$ cat src/im2col_pkg.sv
/*
 * im2col smart peripheral controller package
 * Sizes, DMA register map, element types and the packed structs shared
 * by the dispatch core.
 */

package im2col_pkg;

  localparam int unsigned DMA_CH_NUM = 4;
  localparam int unsigned CH_IDX_W   = (DMA_CH_NUM > 1) ? $clog2(DMA_CH_NUM) : 1;
  localparam int unsigned FIFO_DEPTH = 4;  // Power of two

  localparam logic [31:0] DMA_BASE_ADDR = 32'h0003_0000;
  localparam logic [31:0] DMA_CH_SIZE   = 32'h0000_0100;  // Register window per channel

  // Each value is the register's byte offset inside a channel window
  typedef enum logic [7:0] {
    DMA_SRC_PTR    = 8'h00,
    DMA_DST_PTR    = 8'h04,
    DMA_SIZE_D1    = 8'h0C,
    DMA_SIZE_D2    = 8'h10,
    DMA_SRC_INC_D1 = 8'h18,
    DMA_SRC_INC_D2 = 8'h1C,
    DMA_DST_INC_D1 = 8'h20,
    DMA_DST_INC_D2 = 8'h24,
    DMA_SLOTS      = 8'h28,
    DMA_SRC_TYPE   = 8'h2C,
    DMA_DST_TYPE   = 8'h30,
    DMA_DIM        = 8'h3C,
    DMA_TOP_PAD    = 8'h44,
    DMA_BOTTOM_PAD = 8'h48,
    DMA_RIGHT_PAD  = 8'h4C,
    DMA_LEFT_PAD   = 8'h50
  } dma_reg_e;

  // Element size, byte shift is 2 - value
  typedef enum logic [1:0] {
    DT_WORD = 2'd0,
    DT_HALF = 2'd1,
    DT_BYTE = 2'd2
  } data_type_e;

  typedef struct packed {
    data_type_e            data_type;
    logic [3:0]            log_stride_d1;
    logic [31:0]           slots;          // Trigger slot word
    logic [DMA_CH_NUM-1:0] ch_mask;        // Enabled channels
    logic                  irq_en;
  } im2col_cfg_t;

  typedef struct packed {
    logic [31:0] in_ptr;
    logic [31:0] out_ptr;
    logic [7:0]  pad_top;
    logic [7:0]  pad_bottom;
    logic [7:0]  pad_left;
    logic [7:0]  pad_right;
    logic [22:0] src_inc_d2;
    logic [15:0] size_d1;
    logic [15:0] size_d2;
    logic        last;                     // Closes the batch
  } im2col_txn_t;

  typedef struct packed {
    logic        valid;
    logic [31:0] addr;
    logic [31:0] wdata;
  } dma_reg_req_t;

endpackage

$ cat src/im2col_txn_fifo.sv
/*
 * Transaction queue
 * Fall-through circular buffer between the host and the dispatcher,
 * the head entry is visible while the queue is not empty.
 */

`timescale 1ns/1ps

module im2col_txn_fifo (
  input  logic                    clk_i,
  input  logic                    rst_ni,
  input  logic                    push_i,
  input  im2col_pkg::im2col_txn_t data_i,
  input  logic                    pop_i,
  output im2col_pkg::im2col_txn_t data_o,
  output logic                    empty_o,
  output logic                    full_o
);

  import im2col_pkg::*;

  im2col_txn_t                   mem_q [FIFO_DEPTH];
  logic [$clog2(FIFO_DEPTH)-1:0] wr_ptr_q;
  logic [$clog2(FIFO_DEPTH)-1:0] rd_ptr_q;
  logic [$clog2(FIFO_DEPTH):0]   count_q;
  logic                          do_push;
  logic                          do_pop;

  assign empty_o = (count_q == '0);
  assign full_o  = (count_q == ($clog2(FIFO_DEPTH) + 1)'(FIFO_DEPTH));
  assign do_push = push_i & ~full_o;   // Push while full is dropped
  assign do_pop  = pop_i & ~empty_o;
  assign data_o  = mem_q[rd_ptr_q];

  always_ff @(posedge clk_i) begin
    if (do_push) begin
      mem_q[wr_ptr_q] <= data_i;
    end
  end

  always_ff @(posedge clk_i, negedge rst_ni) begin
    if (!rst_ni) begin
      wr_ptr_q <= '0;
      rd_ptr_q <= '0;
      count_q  <= '0;
    end else begin
      if (do_push) wr_ptr_q <= wr_ptr_q + 1'b1;  // Wraps at depth
      if (do_pop) rd_ptr_q <= rd_ptr_q + 1'b1;
      case ({do_push, do_pop})
        2'b10:   count_q <= count_q + 1'b1;
        2'b01:   count_q <= count_q - 1'b1;
        default: count_q <= count_q;
      endcase
    end
  end

endmodule

$ cat src/im2col_channel_tracker.sv
/*
 * DMA channel tracker
 * Keeps the occupied and first-write bits of every channel and finds the
 * lowest enabled channel that is free.
 */

`timescale 1ns/1ps

module im2col_channel_tracker (
  input  logic                              clk_i,
  input  logic                              rst_ni,
  input  logic [im2col_pkg::DMA_CH_NUM-1:0] ch_mask_i,
  input  logic                              claim_i,
  input  logic [im2col_pkg::DMA_CH_NUM-1:0] dma_done_i,
  input  logic                              batch_done_i,
  output logic                              free_o,
  output logic [im2col_pkg::CH_IDX_W-1:0]   free_ch_o,
  output logic                              first_write_o,
  output logic                              any_busy_o
);

  import im2col_pkg::*;

  logic [DMA_CH_NUM-1:0] occupied_q;
  logic [DMA_CH_NUM-1:0] first_write_q;
  logic [CH_IDX_W-1:0]   pick_ch;
  logic [CH_IDX_W-1:0]   ch_q;

  // Priority search, walking down so the lowest index wins
  always_comb begin
    free_o  = 1'b0;
    pick_ch = '0;
    for (int i = DMA_CH_NUM - 1; i >= 0; i--) begin
      if (ch_mask_i[i] && !occupied_q[i]) begin
        free_o  = 1'b1;
        pick_ch = CH_IDX_W'(i);
      end
    end
  end

  assign first_write_o = first_write_q[pick_ch];  // Bit of the channel about to be claimed
  assign free_ch_o     = ch_q;                    // Channel being programmed
  assign any_busy_o    = |occupied_q;

  always_ff @(posedge clk_i, negedge rst_ni) begin
    if (!rst_ni) begin
      occupied_q    <= '0;
      first_write_q <= '0;
      ch_q          <= '0;
    end else begin
      if (batch_done_i) begin
        first_write_q <= '0;  // Next batch reloads the full register set
      end
      occupied_q <= occupied_q & ~dma_done_i;
      if (claim_i) begin
        ch_q                   <= pick_ch;
        occupied_q[pick_ch]    <= 1'b1;
        first_write_q[pick_ch] <= 1'b1;
      end
    end
  end

endmodule

$ cat src/im2col_dma_loader.sv
/*
 * DMA register loader
 * Turns the head transaction into the ordered register writes of one DMA
 * channel, scaling the fields by the element size.
 */

`timescale 1ns/1ps

module im2col_dma_loader (
  input  logic                            clk_i,
  input  logic                            rst_ni,
  input  im2col_pkg::im2col_cfg_t         cfg_i,
  input  im2col_pkg::im2col_txn_t         txn_i,
  input  logic                            txn_empty_i,
  input  logic                            free_i,
  input  logic [im2col_pkg::CH_IDX_W-1:0] free_ch_i,
  input  logic                            first_write_i,
  input  logic                            batch_done_i,
  input  logic                            bus_ready_i,
  output logic                            claim_o,
  output logic                            pop_o,
  output logic                            last_loaded_o,
  output im2col_pkg::dma_reg_req_t        bus_req_o
);

  import im2col_pkg::*;

  typedef enum logic {
    LD_IDLE,
    LD_WRITE
  } ld_state_e;

  ld_state_e   state_q;
  dma_reg_e    step_q;
  logic        loaded_q;
  logic        wr_done;
  logic [1:0]  elem_shift;
  logic [7:0]  pad;
  logic [31:0] wdata;

  function automatic dma_reg_e next_step(dma_reg_e s);
    case (s)
      DMA_DIM:        next_step = DMA_SLOTS;
      DMA_SLOTS:      next_step = DMA_SRC_TYPE;
      DMA_SRC_TYPE:   next_step = DMA_DST_TYPE;
      DMA_DST_TYPE:   next_step = DMA_TOP_PAD;
      DMA_TOP_PAD:    next_step = DMA_BOTTOM_PAD;
      DMA_BOTTOM_PAD: next_step = DMA_LEFT_PAD;
      DMA_LEFT_PAD:   next_step = DMA_RIGHT_PAD;
      DMA_RIGHT_PAD:  next_step = DMA_SRC_PTR;
      DMA_SRC_PTR:    next_step = DMA_DST_PTR;
      DMA_DST_PTR:    next_step = DMA_SRC_INC_D1;
      DMA_SRC_INC_D1: next_step = DMA_SRC_INC_D2;
      DMA_SRC_INC_D2: next_step = DMA_DST_INC_D1;
      DMA_DST_INC_D1: next_step = DMA_DST_INC_D2;
      DMA_DST_INC_D2: next_step = DMA_SIZE_D2;
      DMA_SIZE_D2:    next_step = DMA_SIZE_D1;
      default:        next_step = DMA_SIZE_D1;  // Size d1 is the final write
    endcase
  endfunction

  assign claim_o       = (state_q == LD_IDLE) && !txn_empty_i && free_i && !loaded_q;
  assign wr_done       = (state_q == LD_WRITE) && bus_ready_i;
  assign pop_o         = wr_done && (step_q == DMA_SIZE_D1);
  assign last_loaded_o = pop_o && txn_i.last;
  assign elem_shift    = 2'd2 - cfg_i.data_type;

  always_comb begin
    case (step_q)
      DMA_TOP_PAD:    pad = txn_i.pad_top;
      DMA_BOTTOM_PAD: pad = txn_i.pad_bottom;
      DMA_LEFT_PAD:   pad = txn_i.pad_left;
      default:        pad = txn_i.pad_right;
    endcase
  end

  always_comb begin
    case (step_q)
      DMA_DIM:        wdata = 32'h1;  // 2D transfers
      DMA_SLOTS:      wdata = cfg_i.slots;
      DMA_SRC_TYPE,
      DMA_DST_TYPE:   wdata = {30'h0, cfg_i.data_type};
      DMA_TOP_PAD,
      DMA_BOTTOM_PAD,
      DMA_LEFT_PAD,
      DMA_RIGHT_PAD:  wdata = ({24'h0, pad} << elem_shift) & 32'h3F;
      DMA_SRC_PTR:    wdata = txn_i.in_ptr;
      DMA_DST_PTR:    wdata = txn_i.out_ptr;
      DMA_SRC_INC_D1: wdata = ((32'h1 << cfg_i.log_stride_d1) << elem_shift) & 32'h3F;
      DMA_SRC_INC_D2: wdata = ({9'h0, txn_i.src_inc_d2} << elem_shift) & 32'h7F_FFFF;
      DMA_DST_INC_D1,
      DMA_DST_INC_D2: wdata = 32'h4 >> cfg_i.data_type;  // One element, dense output
      DMA_SIZE_D2:    wdata = ({16'h0, txn_i.size_d2} << elem_shift) & 32'hFFFF;
      DMA_SIZE_D1:    wdata = ({16'h0, txn_i.size_d1} << elem_shift) & 32'hFFFF;
      default:        wdata = '0;
    endcase
  end

  // Request is held stable by the state until the handshake
  assign bus_req_o.valid = (state_q == LD_WRITE);
  assign bus_req_o.addr  = DMA_BASE_ADDR + 32'(free_ch_i) * DMA_CH_SIZE + {24'h0, step_q};
  assign bus_req_o.wdata = wdata;

  always_ff @(posedge clk_i, negedge rst_ni) begin
    if (!rst_ni) begin
      state_q  <= LD_IDLE;
      step_q   <= DMA_DIM;
      loaded_q <= 1'b0;
    end else begin
      if (batch_done_i) begin
        loaded_q <= 1'b0;
      end else if (last_loaded_o) begin
        loaded_q <= 1'b1;  // Hold off until the batch drains
      end
      case (state_q)
        LD_IDLE: begin
          if (claim_o) begin
            state_q <= LD_WRITE;
            step_q  <= first_write_i ? DMA_TOP_PAD : DMA_DIM;  // Skip setup on reuse
          end
        end
        default: begin
          if (pop_o) begin
            state_q <= LD_IDLE;
          end else if (wr_done) begin
            step_q <= next_step(step_q);
          end
        end
      endcase
    end
  end

endmodule

$ cat src/im2col_completion.sv
/*
 * Batch completion
 * Detects the end of a batch, keeps the busy status and the sticky
 * interrupt flag.
 */

`timescale 1ns/1ps

module im2col_completion (
  input  logic clk_i,
  input  logic rst_ni,
  input  logic start_i,
  input  logic last_loaded_i,
  input  logic any_busy_i,
  input  logic irq_en_i,
  input  logic irq_clear_i,
  output logic batch_done_o,
  output logic busy_o,
  output logic irq_o
);

  logic loaded_q;
  logic done_q;
  logic busy_q;
  logic irq_q;
  logic batch_end;

  // All transactions loaded and every channel released
  assign batch_end = loaded_q & ~any_busy_i;

  assign batch_done_o = done_q;
  assign busy_o       = busy_q;
  assign irq_o        = irq_q;

  always_ff @(posedge clk_i, negedge rst_ni) begin
    if (!rst_ni) begin
      loaded_q <= 1'b0;
      done_q   <= 1'b0;
      busy_q   <= 1'b0;
      irq_q    <= 1'b0;
    end else begin
      done_q <= batch_end;  // Single pulse since loaded_q clears
      if (batch_end) begin
        loaded_q <= 1'b0;
      end else if (last_loaded_i) begin
        loaded_q <= 1'b1;
      end
      if (batch_end) begin
        busy_q <= 1'b0;
      end else if (start_i) begin
        busy_q <= 1'b1;
      end
      if (batch_end && irq_en_i) begin
        irq_q <= 1'b1;
      end else if (irq_clear_i) begin
        irq_q <= 1'b0;  // Host acknowledge
      end
    end
  end

endmodule

$ cat src/im2col_spc_top.sv
/*
 * im2col smart peripheral controller, dispatch core
 * Queue, channel tracker, DMA register loader and batch completion.
 */

`timescale 1ns/1ps

module im2col_spc_top (
  input  logic                              clk_i,
  input  logic                              rst_ni,
  input  im2col_pkg::im2col_cfg_t           cfg_i,
  input  logic                              start_i,
  input  im2col_pkg::im2col_txn_t           txn_i,
  input  logic                              txn_push_i,
  input  logic                              bus_ready_i,
  input  logic [im2col_pkg::DMA_CH_NUM-1:0] dma_done_i,
  input  logic                              irq_clear_i,
  output logic                              txn_full_o,
  output im2col_pkg::dma_reg_req_t          bus_req_o,
  output logic                              busy_o,
  output logic                              irq_o
);

  import im2col_pkg::*;

  im2col_txn_t         head_txn;
  logic                txn_empty;
  logic                txn_pop;
  logic                ch_free;
  logic [CH_IDX_W-1:0] ch_idx;
  logic                ch_first_write;
  logic                ch_claim;
  logic                any_busy;
  logic                last_loaded;
  logic                batch_done;

  im2col_txn_fifo u_txn_fifo (
    .clk_i   (clk_i),
    .rst_ni  (rst_ni),
    .push_i  (txn_push_i),
    .data_i  (txn_i),
    .pop_i   (txn_pop),
    .data_o  (head_txn),
    .empty_o (txn_empty),
    .full_o  (txn_full_o)
  );

  im2col_channel_tracker u_channel_tracker (
    .clk_i         (clk_i),
    .rst_ni        (rst_ni),
    .ch_mask_i     (cfg_i.ch_mask),
    .claim_i       (ch_claim),
    .dma_done_i    (dma_done_i),
    .batch_done_i  (batch_done),
    .free_o        (ch_free),
    .free_ch_o     (ch_idx),
    .first_write_o (ch_first_write),
    .any_busy_o    (any_busy)
  );

  im2col_dma_loader u_dma_loader (
    .clk_i         (clk_i),
    .rst_ni        (rst_ni),
    .cfg_i         (cfg_i),
    .txn_i         (head_txn),
    .txn_empty_i   (txn_empty),
    .free_i        (ch_free),
    .free_ch_i     (ch_idx),
    .first_write_i (ch_first_write),
    .batch_done_i  (batch_done),
    .bus_ready_i   (bus_ready_i),
    .claim_o       (ch_claim),
    .pop_o         (txn_pop),
    .last_loaded_o (last_loaded),
    .bus_req_o     (bus_req_o)
  );

  im2col_completion u_completion (
    .clk_i         (clk_i),
    .rst_ni        (rst_ni),
    .start_i       (start_i),
    .last_loaded_i (last_loaded),
    .any_busy_i    (any_busy),
    .irq_en_i      (cfg_i.irq_en),
    .irq_clear_i   (irq_clear_i),
    .batch_done_o  (batch_done),
    .busy_o        (busy_o),
    .irq_o         (irq_o)
  );

endmodule

$ cat config.mk
export PLATFORM = sky130hd
export DESIGN_NAME = im2col_spc_top
export DESIGN_NICKNAME = d
export VERILOG_FILES = /design/src/im2col_pkg.sv /design/src/im2col_txn_fifo.sv /design/src/im2col_channel_tracker.sv /design/src/im2col_dma_loader.sv /design/src/im2col_completion.sv /design/src/im2col_spc_top.sv
export SDC_FILE = /design/constraint.sdc
export NUM_CORES = 1
export LEC_CHECK = 0
export ABC_AREA = 1
export BUFFER_PORTS_ARGS = -buffer_cell sky130_fd_sc_hd__buf_2
export CAP_MARGIN = 20
export CORE_ASPECT_RATIO = 2
export CORE_MARGIN = 1.5
export CORE_UTILIZATION = 50
export CTS_BUF_LIST = sky130_fd_sc_hd__clkbuf_2
export CTS_CLUSTER_SIZE = 12
export DETAILED_ROUTE_END_ITERATION = 12
export PLACE_DENSITY = 0.7
export SLEW_MARGIN = 5
export SYNTH_ARGS = -nofsm -noshare
export SYNTH_HDL_FRONTEND = slang
export SYNTH_SLANG_ARGS = --single-unit
$ cat constraint.sdc
create_clock -name clk_i -period 13.39 [get_ports clk_i]
set_input_delay 2.0085 -clock clk_i [delete_from_list [all_inputs] [get_ports clk_i]]
set_output_delay 2.0085 -clock clk_i [all_outputs]
set_load 0.005 [all_outputs]
* After elaboration in Yosys (flattened, before gate mapping)
Memory sizes are Yosys's and may differ from the RTL's.
Cells that the tools add are included.
** Storage, ports and cells
- Register bits :: 31
- Input port bits :: 205
- Memory bits (writable) :: 608
- Memories kept :: 1
- Output and inout port bits :: 68
- Logic and storage cells :: 128
** Operators by class
- Eq/ne operators :: 20
- Shift-type cells :: 7
- Multiplexer cells :: 36
- Reductions and logical operators :: 31
- $lt $le $gt $ge :: 2
- Bitwise logic cells :: 11
- $add $sub $neg :: 7
** Memory list
- u_txn_fifo.mem_q :: words 4, width 152, read ports 1, clocked after Yosys merged registers in 0, wr ports 1, RTL line im2col_txn_fifo.sv:22 : im2col_txn_t mem_q [FIFO_DEPTH];
** Operator list (number)
- $pmux 32 s11 :: 1
- $pmux 7 s14 :: 1
- $eq 8x6->1 const B :: 6
- $add 32x8->32 :: 1
- $eq 8x7->1 const B :: 4
- $mux 8 :: 4
- $shl 1x4->32 const A :: 1
- $shl 16x2->16 :: 2
- $shl 32x2->6 :: 1
- $shr 3x2->32 const A :: 1
- $eq 8x5->1 const B :: 3
- $pmux 8 s3 :: 1
- $shl 23x2->23 :: 1
- $add 18x10->19 const A :: 1
- $mux 1 :: 18
- $logic_and 1x1->1 :: 12
- $mux 4 :: 3
- $reduce_bool 2->1 :: 6
- $eq 8x3->1 const B :: 1
- $eq 8x4->1 const B :: 1
- $logic_not 8->1 :: 1
- $mux 2 :: 4
- $or 4x4->4 :: 2
- $reduce_or 4->1 :: 2
- 23 further kinds :: 36

* Depth between registers and ports, before layout
Gate-level depths: netlist of the first run.
- Depth after elaboration :: 12
- Depth in mapped cells :: 15
- Depth with buffers taken out :: 14

* By module
Synthesis of the first run repeated with hierarchy kept, for this count alone.
** Second synthesis, totals
- Cells, all modules :: 2532
- Area total of the unflattened synthesis :: 28158.3 um^2
** By module, submodules not included
- im2col_txn_fifo :: sequential area each 18432.7 um^2, cells each 1834, times used 1, area each 24325.8 um^2
- im2col_dma_loader :: sequential area each 180.2 um^2, cells each 621, times used 1, area each 3121.7 um^2
- im2col_channel_tracker :: sequential area each 250.2 um^2, cells each 62, times used 1, area each 565.5 um^2
- im2col_completion :: sequential area each 100.1 um^2, cells each 15, times used 1, area each 145.1 um^2

* Worst setup path after synthesis of the first run
Ideal clock, no wire load.
- Path kind :: in2reg
- Start point :: in txn_push_i
- End point :: mem u_txn_fifo.mem_q[0][0] (netlist bit), enable pin
- Stages :: 2
- Library setup time :: 0.650 ns
- Buffers on the path :: 0
- Data required time :: 12.740 ns
- Arrival time :: 8.200 ns
- Path slack :: 4.540 ns
- Cells stage by stage :: o21ai_1 nor2_1
** Between the ends
- Longest elaborated chain between the ends :: 3
** RTL lines
- start, declared :: RTL line im2col_spc_top.sv:14 : input logic txn_push_i,
- $and 1x1->1 :: RTL line im2col_txn_fifo.sv:31 : assign do_push = push_i & ~full_o;
- $mux 1 :: RTL line im2col_txn_fifo.sv:36 : if (do_push) begin
- $mux 1 (implied by the code) :: RTL line im2col_txn_fifo.sv:37 : mem_q[wr_ptr_q] <= data_i;
- end, declared :: RTL line im2col_txn_fifo.sv:22
No other way between the ends.

==> results of run 1 <==
==> metrics by stage <==
step,setup slack (ps),hold WS (ps)
finish,5660,495
global route,5260,517
CTS,5600,497
detailed placement,6200,476
global placement,6200,460
floorplan,4540,446
==> logic make-up (layout without fill, tap and decap cells) <==
kind of cell	Yosys count	count (layout)	share of synthesized area (%)
other	2	40	0.0291
adder cells (fa/ha/maj)	9	9	0.465
XOR/XNOR	4	4	0.136
buffers and inverters	265	607	4.90
flip-flops	604	604	69.7
AND/OR/NAND/NOR	1002	1002	15.9
multiplexers	8	8	0.310
AO/OA/AOI/OAI	370	370	8.51
==> state kept, by name, summed over array words and instances, names as in the netlist <==
signal	count
u_channel_tracker.first_write_q	4
u_channel_tracker.free_ch_o	2
u_channel_tracker.occupied_q	4
u_completion.batch_done_o	1
u_completion.busy_o	1
u_completion.irq_o	1
u_completion.loaded_q	1
u_dma_loader.loaded_q	1
u_dma_loader.state_q	1
u_dma_loader.step_q	5
u_txn_fifo.count_q	3
u_txn_fifo.mem_q	576
u_txn_fifo.rd_ptr_q	2
u_txn_fifo.wr_ptr_q	2
==> metal layers <==
metal	track usage (%)	wire length (microns)	share of wire, %
met1	29.0	25200	36
met2	47.0	36700	52
met3	7.14	5810	8.2
met4	13.9	3080	4.3
met5	0	112	0.16
==> power by group through the flow <==
stage,Clock [mW],Sequential (mW),Combinational [mW]
after CTS,1.19,2.65,2.10
final,1.15,2.65,2.09
after floorplan,0,2.68,1.43
after global routing,1.27,2.68,2.31
after global placement,0,2.67,2.04
after detailed placement,0,2.69,2.09
==> worst paths after layout <==
kind                                               startpoint                                           end  slack, ps  depth (start not counted)
max in group asynchronous                              rst_ni            u_txn_fifo.rd_ptr_q[1]$_DFFE_PN0P_      11990                          1
min in group asynchronous                              rst_ni  u_channel_tracker.first_write_q[1]$_DFF_PN0_        920                          1
hold / removal              u_txn_fifo.count_q[0]$_DFFE_PN0P_             u_txn_fifo.count_q[0]$_DFFE_PN0P_        500                          1
setup / recovery           u_txn_fifo.rd_ptr_q[0]$_DFFE_PN0P_                                 bus_req_o[12]       5660                         12
hold reg to reg             u_txn_fifo.count_q[0]$_DFFE_PN0P_             u_txn_fifo.count_q[0]$_DFFE_PN0P_        500                          1
setup reg to reg            u_txn_fifo.count_q[0]$_DFFE_PN0P_             u_txn_fifo.mem_q[1][28]$_DFFE_PP_       9680                          8
==> cell usage in the layout (no fill, tap or decap), drive strengths merged, types with 2 or more instances in the layout <==
master / n
a21oi: 80
a221o: 14
a221oi: 20
a22oi: 6
a31oi: 3
a32o: 2
buf: 264
bufinv: 5
clkbuf: 183
clkinv: 34
conb: 25
dfrtp: 24
dfstp: 4
diode: 15
edfxtp: 576
ha: 8
inv: 120
mux2i: 8
nand2: 562
nand3: 190
nand4: 12
nor2: 229
nor3: 3
nor4: 2
o2111ai: 15
o211ai: 4
o21a: 10
o21ai: 190
o22a: 3
o22ai: 19
o41ai: 2
or2: 3
xor2: 3
==> Yosys cell counts, types with 9 or more instances <==
cell type    n  area share (%)
dfrtp_1     24             2.3
buf_1        9            0.13
buf_4       40             1.2
buf_2       73             1.4
nand4_1     12            0.29
nand3_1    188             3.6
a221o_1     14            0.54
o2111ai_1   15            0.51
a21oi_1     80             1.6
nor2_1     216             3.1
edfxtp_1   576              67
o21a_1      10            0.29
nand2_1    561             8.2
o21ai_0    159             3.1
o21ai_1     29            0.56
clkbuf_1    23            0.33
inv_1      108             1.6
a221oi_1    16            0.54
o22ai_1     19            0.46
==> final cells by class <==
class	count	area [sq um]	area share, %
repair buffers	264	1380	4.84
clock inverters	44	305	1.07
multi-input cells	1418	6690	23.4
inverters	116	445	1.56
flip-flops and latches	604	18000	63.0
clock buffers	183	916	3.20
well taps	654	818	2.86
diodes	15	37.5	0.131
==> reports/metrics.yaml, run 1 <==
num_rows: 117
ant_nets: 0
rsz0062_at_grt: "no"
num_io_pins: 273
worstMarginPinSlew_ps: 1040
max_cap_violations: 0
combPwrFrac_pct: 35.5
die-area_sq_um: 53100
root_buffer: "clkbuf_2"
place_area_sq_um: 27300
synth.distinct_cells: 48
cp_slowest_stage_delay_ps: 900
synth-edff-count: 576
ys_seq_elements: 604
crit_fanout: 101
synth_warnings: 0
overflow: 0
first_global_vias: 18700
coreArea_sq_um: 50900
ys.flop_type: "edfxtp_1"
clkSinkCount: 604
hold_path_class: "flop to flop"
final_area_sq_um: 28600
fin_util_pct: 56.1
path_common_cell: "nand2_1"
routedWlPerCell_microns: 21.5
pwr-share-clk_pct: 19.6
io_buffers: 239
relSlewSlack_pct: 30.5
die_w_microns: 164
gp_congestion: 0.888
hold_viol: 0
fin_nets: 2749
crit_family: "buffers and inverters"
placed_cells: 3055
ctsResizeCount: 0
synthCells: 2264
antenna_found_initial: 26
clk_pin_slew_ps: 110
status: "complete, no violations"
crit_required_ps: 11380
switching_share_pct: 40.2
stdcell_count: 3298
wl_mm: 70.8
arrival_ps: 5720
syn_area_per_cell_sq_um: 11.4
holdBufCountCts: 0
cts_buffers: 131
drc: 0
vias: 18600
intPower_mw: 3.52
power.density_nw_per_um2: 206
drt_iter0_drc: 1593
cp_cell_sequence: "inv_8, buf_4, buf_4, nand2_1, nand2_1, nand2_1, o21ai_1, nand2_1, o21ai_0, o21ai_0, o2111ai_1, buf_2"
grt_pass1_wl_mm: 106
initial_core_util_pct: 50.7
critical_path_class: "flop to output port"
track_usage_pct: 26.8
total_power_mw: 5.90
slowest_stage: "buf_4"
fill_cells: 4392
worst_setup_path_end_kind: "output port"
pwr-share-seq_pct: 44.9
drv_slew: 0
hpwl_mm: 45.0
fin_crit_sh_pct: 57.7
cts_max_path_buffers: 3
drive_gt1_share_pct: 19.1
cts_tree: "yes"
cts_setup_buffers: 0
critPathBufInv: 4
skew_ps: 86.4
grt_max_degree: 102
leakagePower_nw: 11.2
drtPass1Iterations: 5
drt-vias-per-instance: 5.63
fmax_mhz: 129
crit_path_start_kind: "flop"
clock_latency_ps: 1150
layout_min_cycle_time_ps: 7730
die_y_microns: 324
setup_viol: 0
synthArstFlopShare_pct: 4.64
ys_seq_area_share_pct: 69.7
syn_to_final_growth_pct: 10.7
p_sw_mw: 2.37
htree_num_levels: 4
vdd_drop_max_v: 0.000120
syn_area_sq_um: 25800
fin_tns_setup_ps: 0
(Power assumes the default switching activity.)
==> run 2: changes to the inputs <==
ABC_AREA = 0   (was 1)
PLACE_DENSITY = 0.72   (was 0.7)
clock period = 6.2 ns   (was 13.39 ns; I/O delays follow)
==> reports/metrics.yaml, run 2 <==
synth-edff-count: 576  # unchanged
largest_register_ff_count: 576  # unchanged
antenna_found_initial: 12  # -54%
ys_seq_area_share_pct: 72.5  # +2.8 points
num_io_pins: 273  # unchanged
syn_area_sq_um: 24800  # -3.8%
final_common_cell: "edfxtp_1"
syn_area_per_cell_sq_um: 18.9  # +66%
place_area_sq_um: 26600  # -2.7%
synth_warnings: 0  # unchanged
fin_tns_setup_ps: 0  # unchanged
clkSinkCount: 604  # unchanged
gp_congestion: 0.893  # +0.54%
largestRegisters: "u_txn_fifo.mem_q (576), u_dma_loader.step_q (5)"
clock_latency_ps: 1090  # -60 ps
cts_tree: "yes"
cts_buffers: 133  # +1.5%
drive_gt1_share_pct: 33.4  # +14 points
initial_core_util_pct: 50.6  # -0.069 points
hold_viol: 0  # unchanged
rsz0062_at_grt: "no"
slowest_stage: "dfrtp_4"
leakagePower_nw: 10.5  # -6.2%
vias: 14300  # -23%
crit_required_ps: 5270  # -6110 ps
hpwl_mm: 36.7  # -18%
synthCells: 1311  # -42%
yosys.cell_count.top_type: "edfxtp_1"
worst_setup_path_end_kind: "output port"
setup_ws_ps: 893  # -4770 ps
fmax_mhz: 188
grt_pass1_wl_mm: 88.9  # -16%
total_power_mw: 12.2  # +110%
drc: 0  # unchanged
hold_path_class: "input pin to flop"
relSlewSlack_pct: 27.8  # -2.7 points
synthArstFlopShare_pct: 4.64  # unchanged
synth_area_leaders: "edfxtp_1, mux4_2, dfrtp_1"
multiInputGateArea_sq_um: 6250  # -6.5%
critPathBufInv: 2  # -2
ctsResizeCount: 0  # unchanged
fin_nets: 1997  # -27%
syn_to_final_growth_pct: 18.3
layout_common_cells: "edfxtp_1, buf_2, clkbuf_2"
drv_slew: 0  # unchanged
final_area_sq_um: 29400  # +2.7%
root_buffer: "clkbuf_2"
arrival_ps: 4380  # -1340 ps
skew_ps: 89.6  # +3.12 ps
crit_fanout: 63  # -38%
die-area_sq_um: 51100  # -3.8%
largest_register: "u_txn_fifo.mem_q"
drt-vias-per-instance: 5.65  # +0.34%
routedWlPerCell_microns: 23.1  # +7.7%
crit_path_start_kind: "flop"
cp_slowest_stage_delay_ps: 990  # +90 ps
critical_path_class: "flop to output port"
regArea_sq_um: 18000  # unchanged
power.density_nw_per_um2: 415  # +100%
io_buffers: 239  # unchanged
fill_cells: 3735  # -15%
status: "complete, no violations"
ys.flop_type: "edfxtp_1"
max_cap_violations: 0  # unchanged
crit_family: "compound AO/OA/AOI/OAI gates"
drtPass1Iterations: 5  # unchanged
wl_mm: 58.4  # -17%
yosysTopAreaCellShare_pct: 69.6  # +2.7 points
first_global_vias: 15300  # -18%
setup_viol: 0  # unchanged
die_y_microns: 318  # -1.9%
clk_pin_slew_ps: 110  # about the same
num_rows: 115  # -1.7%
cp_cell_sequence: "buf_12, mux4_2, a22o_1, a221oi_1, o31ai_1, a311o_1, buf_2"
drt_iter0_drc: 1036  # -35%
vdd_drop_max_v: 0.000232  # +93%
grt_max_degree: 99  # -2.9%
layout_min_cycle_time_ps: 5310
ant_nets: 0  # unchanged
die_w_microns: 161  # -1.9%
ys_seq_elements: 604  # unchanged
synth.distinct_cells: 63  # +31%
fin_crit_sh_pct: 85.6
coreArea_sq_um: 49100  # -3.7%
cts_max_path_buffers: 3  # unchanged
overflow: 0  # unchanged
worstMarginPinSlew_ps: 1080  # +40.1 ps
yosys.area.top_type: "edfxtp_1"
track_usage_pct: 23.5  # -3.2 points
htree_num_levels: 4  # unchanged
dp_slack_ps: 1420  # -4780 ps
ys_top_cells_by_count: "edfxtp_1, mux4_2, nand2_1, mux2i_1, nor2_1"
[run 2: cell types whose count changed after synthesis, sizes merged, moves of 42 or more]
cell   before  now
mux2i       8   50
nor2      229   50
inv       115   25
nand3     190   17
o21ai     190   36
mux4        0  141
a21oi      80   33
buf       126   73
nand2     562   66
[run 2: where the power goes]
part | internal, mW | leakage (nW) | switching (mW)
Combinational | 1.78 | 3.97 | 2.14
Clock | 0.990 | 0.894 | 1.47
Sequential | 5.39 | 5.62 | 0.435
Total | 8.15 | 10.5 | 4.04
[run 2: kinds of logic after synthesis]
family                   count (synthesis)  share of synthesized area, %
XOR/XNOR                                 9                         0.317
AO/OA/AOI/OAI                          160                          4.43
flip-flops                             604                          72.5
buffers and inverters                  125                          2.82
adder cells (fa/ha/maj)                  9                         0.484
other                                    2                        0.0302
multiplexers                           211                          15.9
AND/OR/NAND/NOR                        191                          3.59
[run 2: metal layers]
layer | share of wire (%) | vias up | wire (microns) | GRT usage, %
met5 | 0.029 | - | 17 | 0
met4 | 3.4 | 4 | 2010 | 10.9
met1 | 37 | 7186 | 21800 | 27.6
met2 | 53 | 592 | 31100 | 41.2
met3 | 6.0 | 124 | 3510 | 4.87
li1 | - | 6359 | - | -
[run 2: cell type report]
| class | count | share of cell area (%) |
|---|---|---|
| Antenna cell | 13 | 0.111 |
| Clock buffer | 177 | 3.02 |
| Clock inverter | 46 | 1.15 |
| Inverter | 26 | 0.332 |
| Multi-Input combinational cell | 605 | 21.3 |
| Sequential cell | 604 | 61.3 |
| Tap cell | 643 | 2.74 |
| Timing Repair Buffer | 413 | 10.1 |
[run 2: worst paths after layout]
kind,slack [ps],cells past startpoint,start,end
hold / removal,140,1,txn_i[27],u_txn_fifo.mem_q[0][27]$_DFFE_PP_
hold reg to reg,500,1,u_completion.batch_done_o$_DFF_PN0_,u_dma_loader.loaded_q$_DFFE_PN0P_
setup / recovery,890,7,u_txn_fifo.rd_ptr_q[0]$_DFFE_PN0P_,bus_req_o[5]
min in group asynchronous,410,2,rst_ni,u_txn_fifo.wr_ptr_q[0]$_DFFE_PN0P_
max in group asynchronous,5280,2,rst_ni,u_completion.busy_o$_DFFE_PN0P_
setup reg to reg,2900,10,u_dma_loader.step_q[2]$_DFFE_PN1P_,u_txn_fifo.count_q[2]$_DFFE_PN0P_
[run 2: metrics by stage]
stage               cells  util, %  hold WS (ps)
floorplan            1334        -           447
global placement     2140     54.2           475
detailed placement   2140     54.2           486
CTS                  2512     59.7          4.44
global route         2524     59.9         0.221
finish               2527     59.9           137
[run 2: repair_timing]
action	4_1_cts	5_1_grt
hold endpoints to repair	586	0
buffers inserted	0	0
endpoints found under the setup margin	0	0
hold buffers	149	0
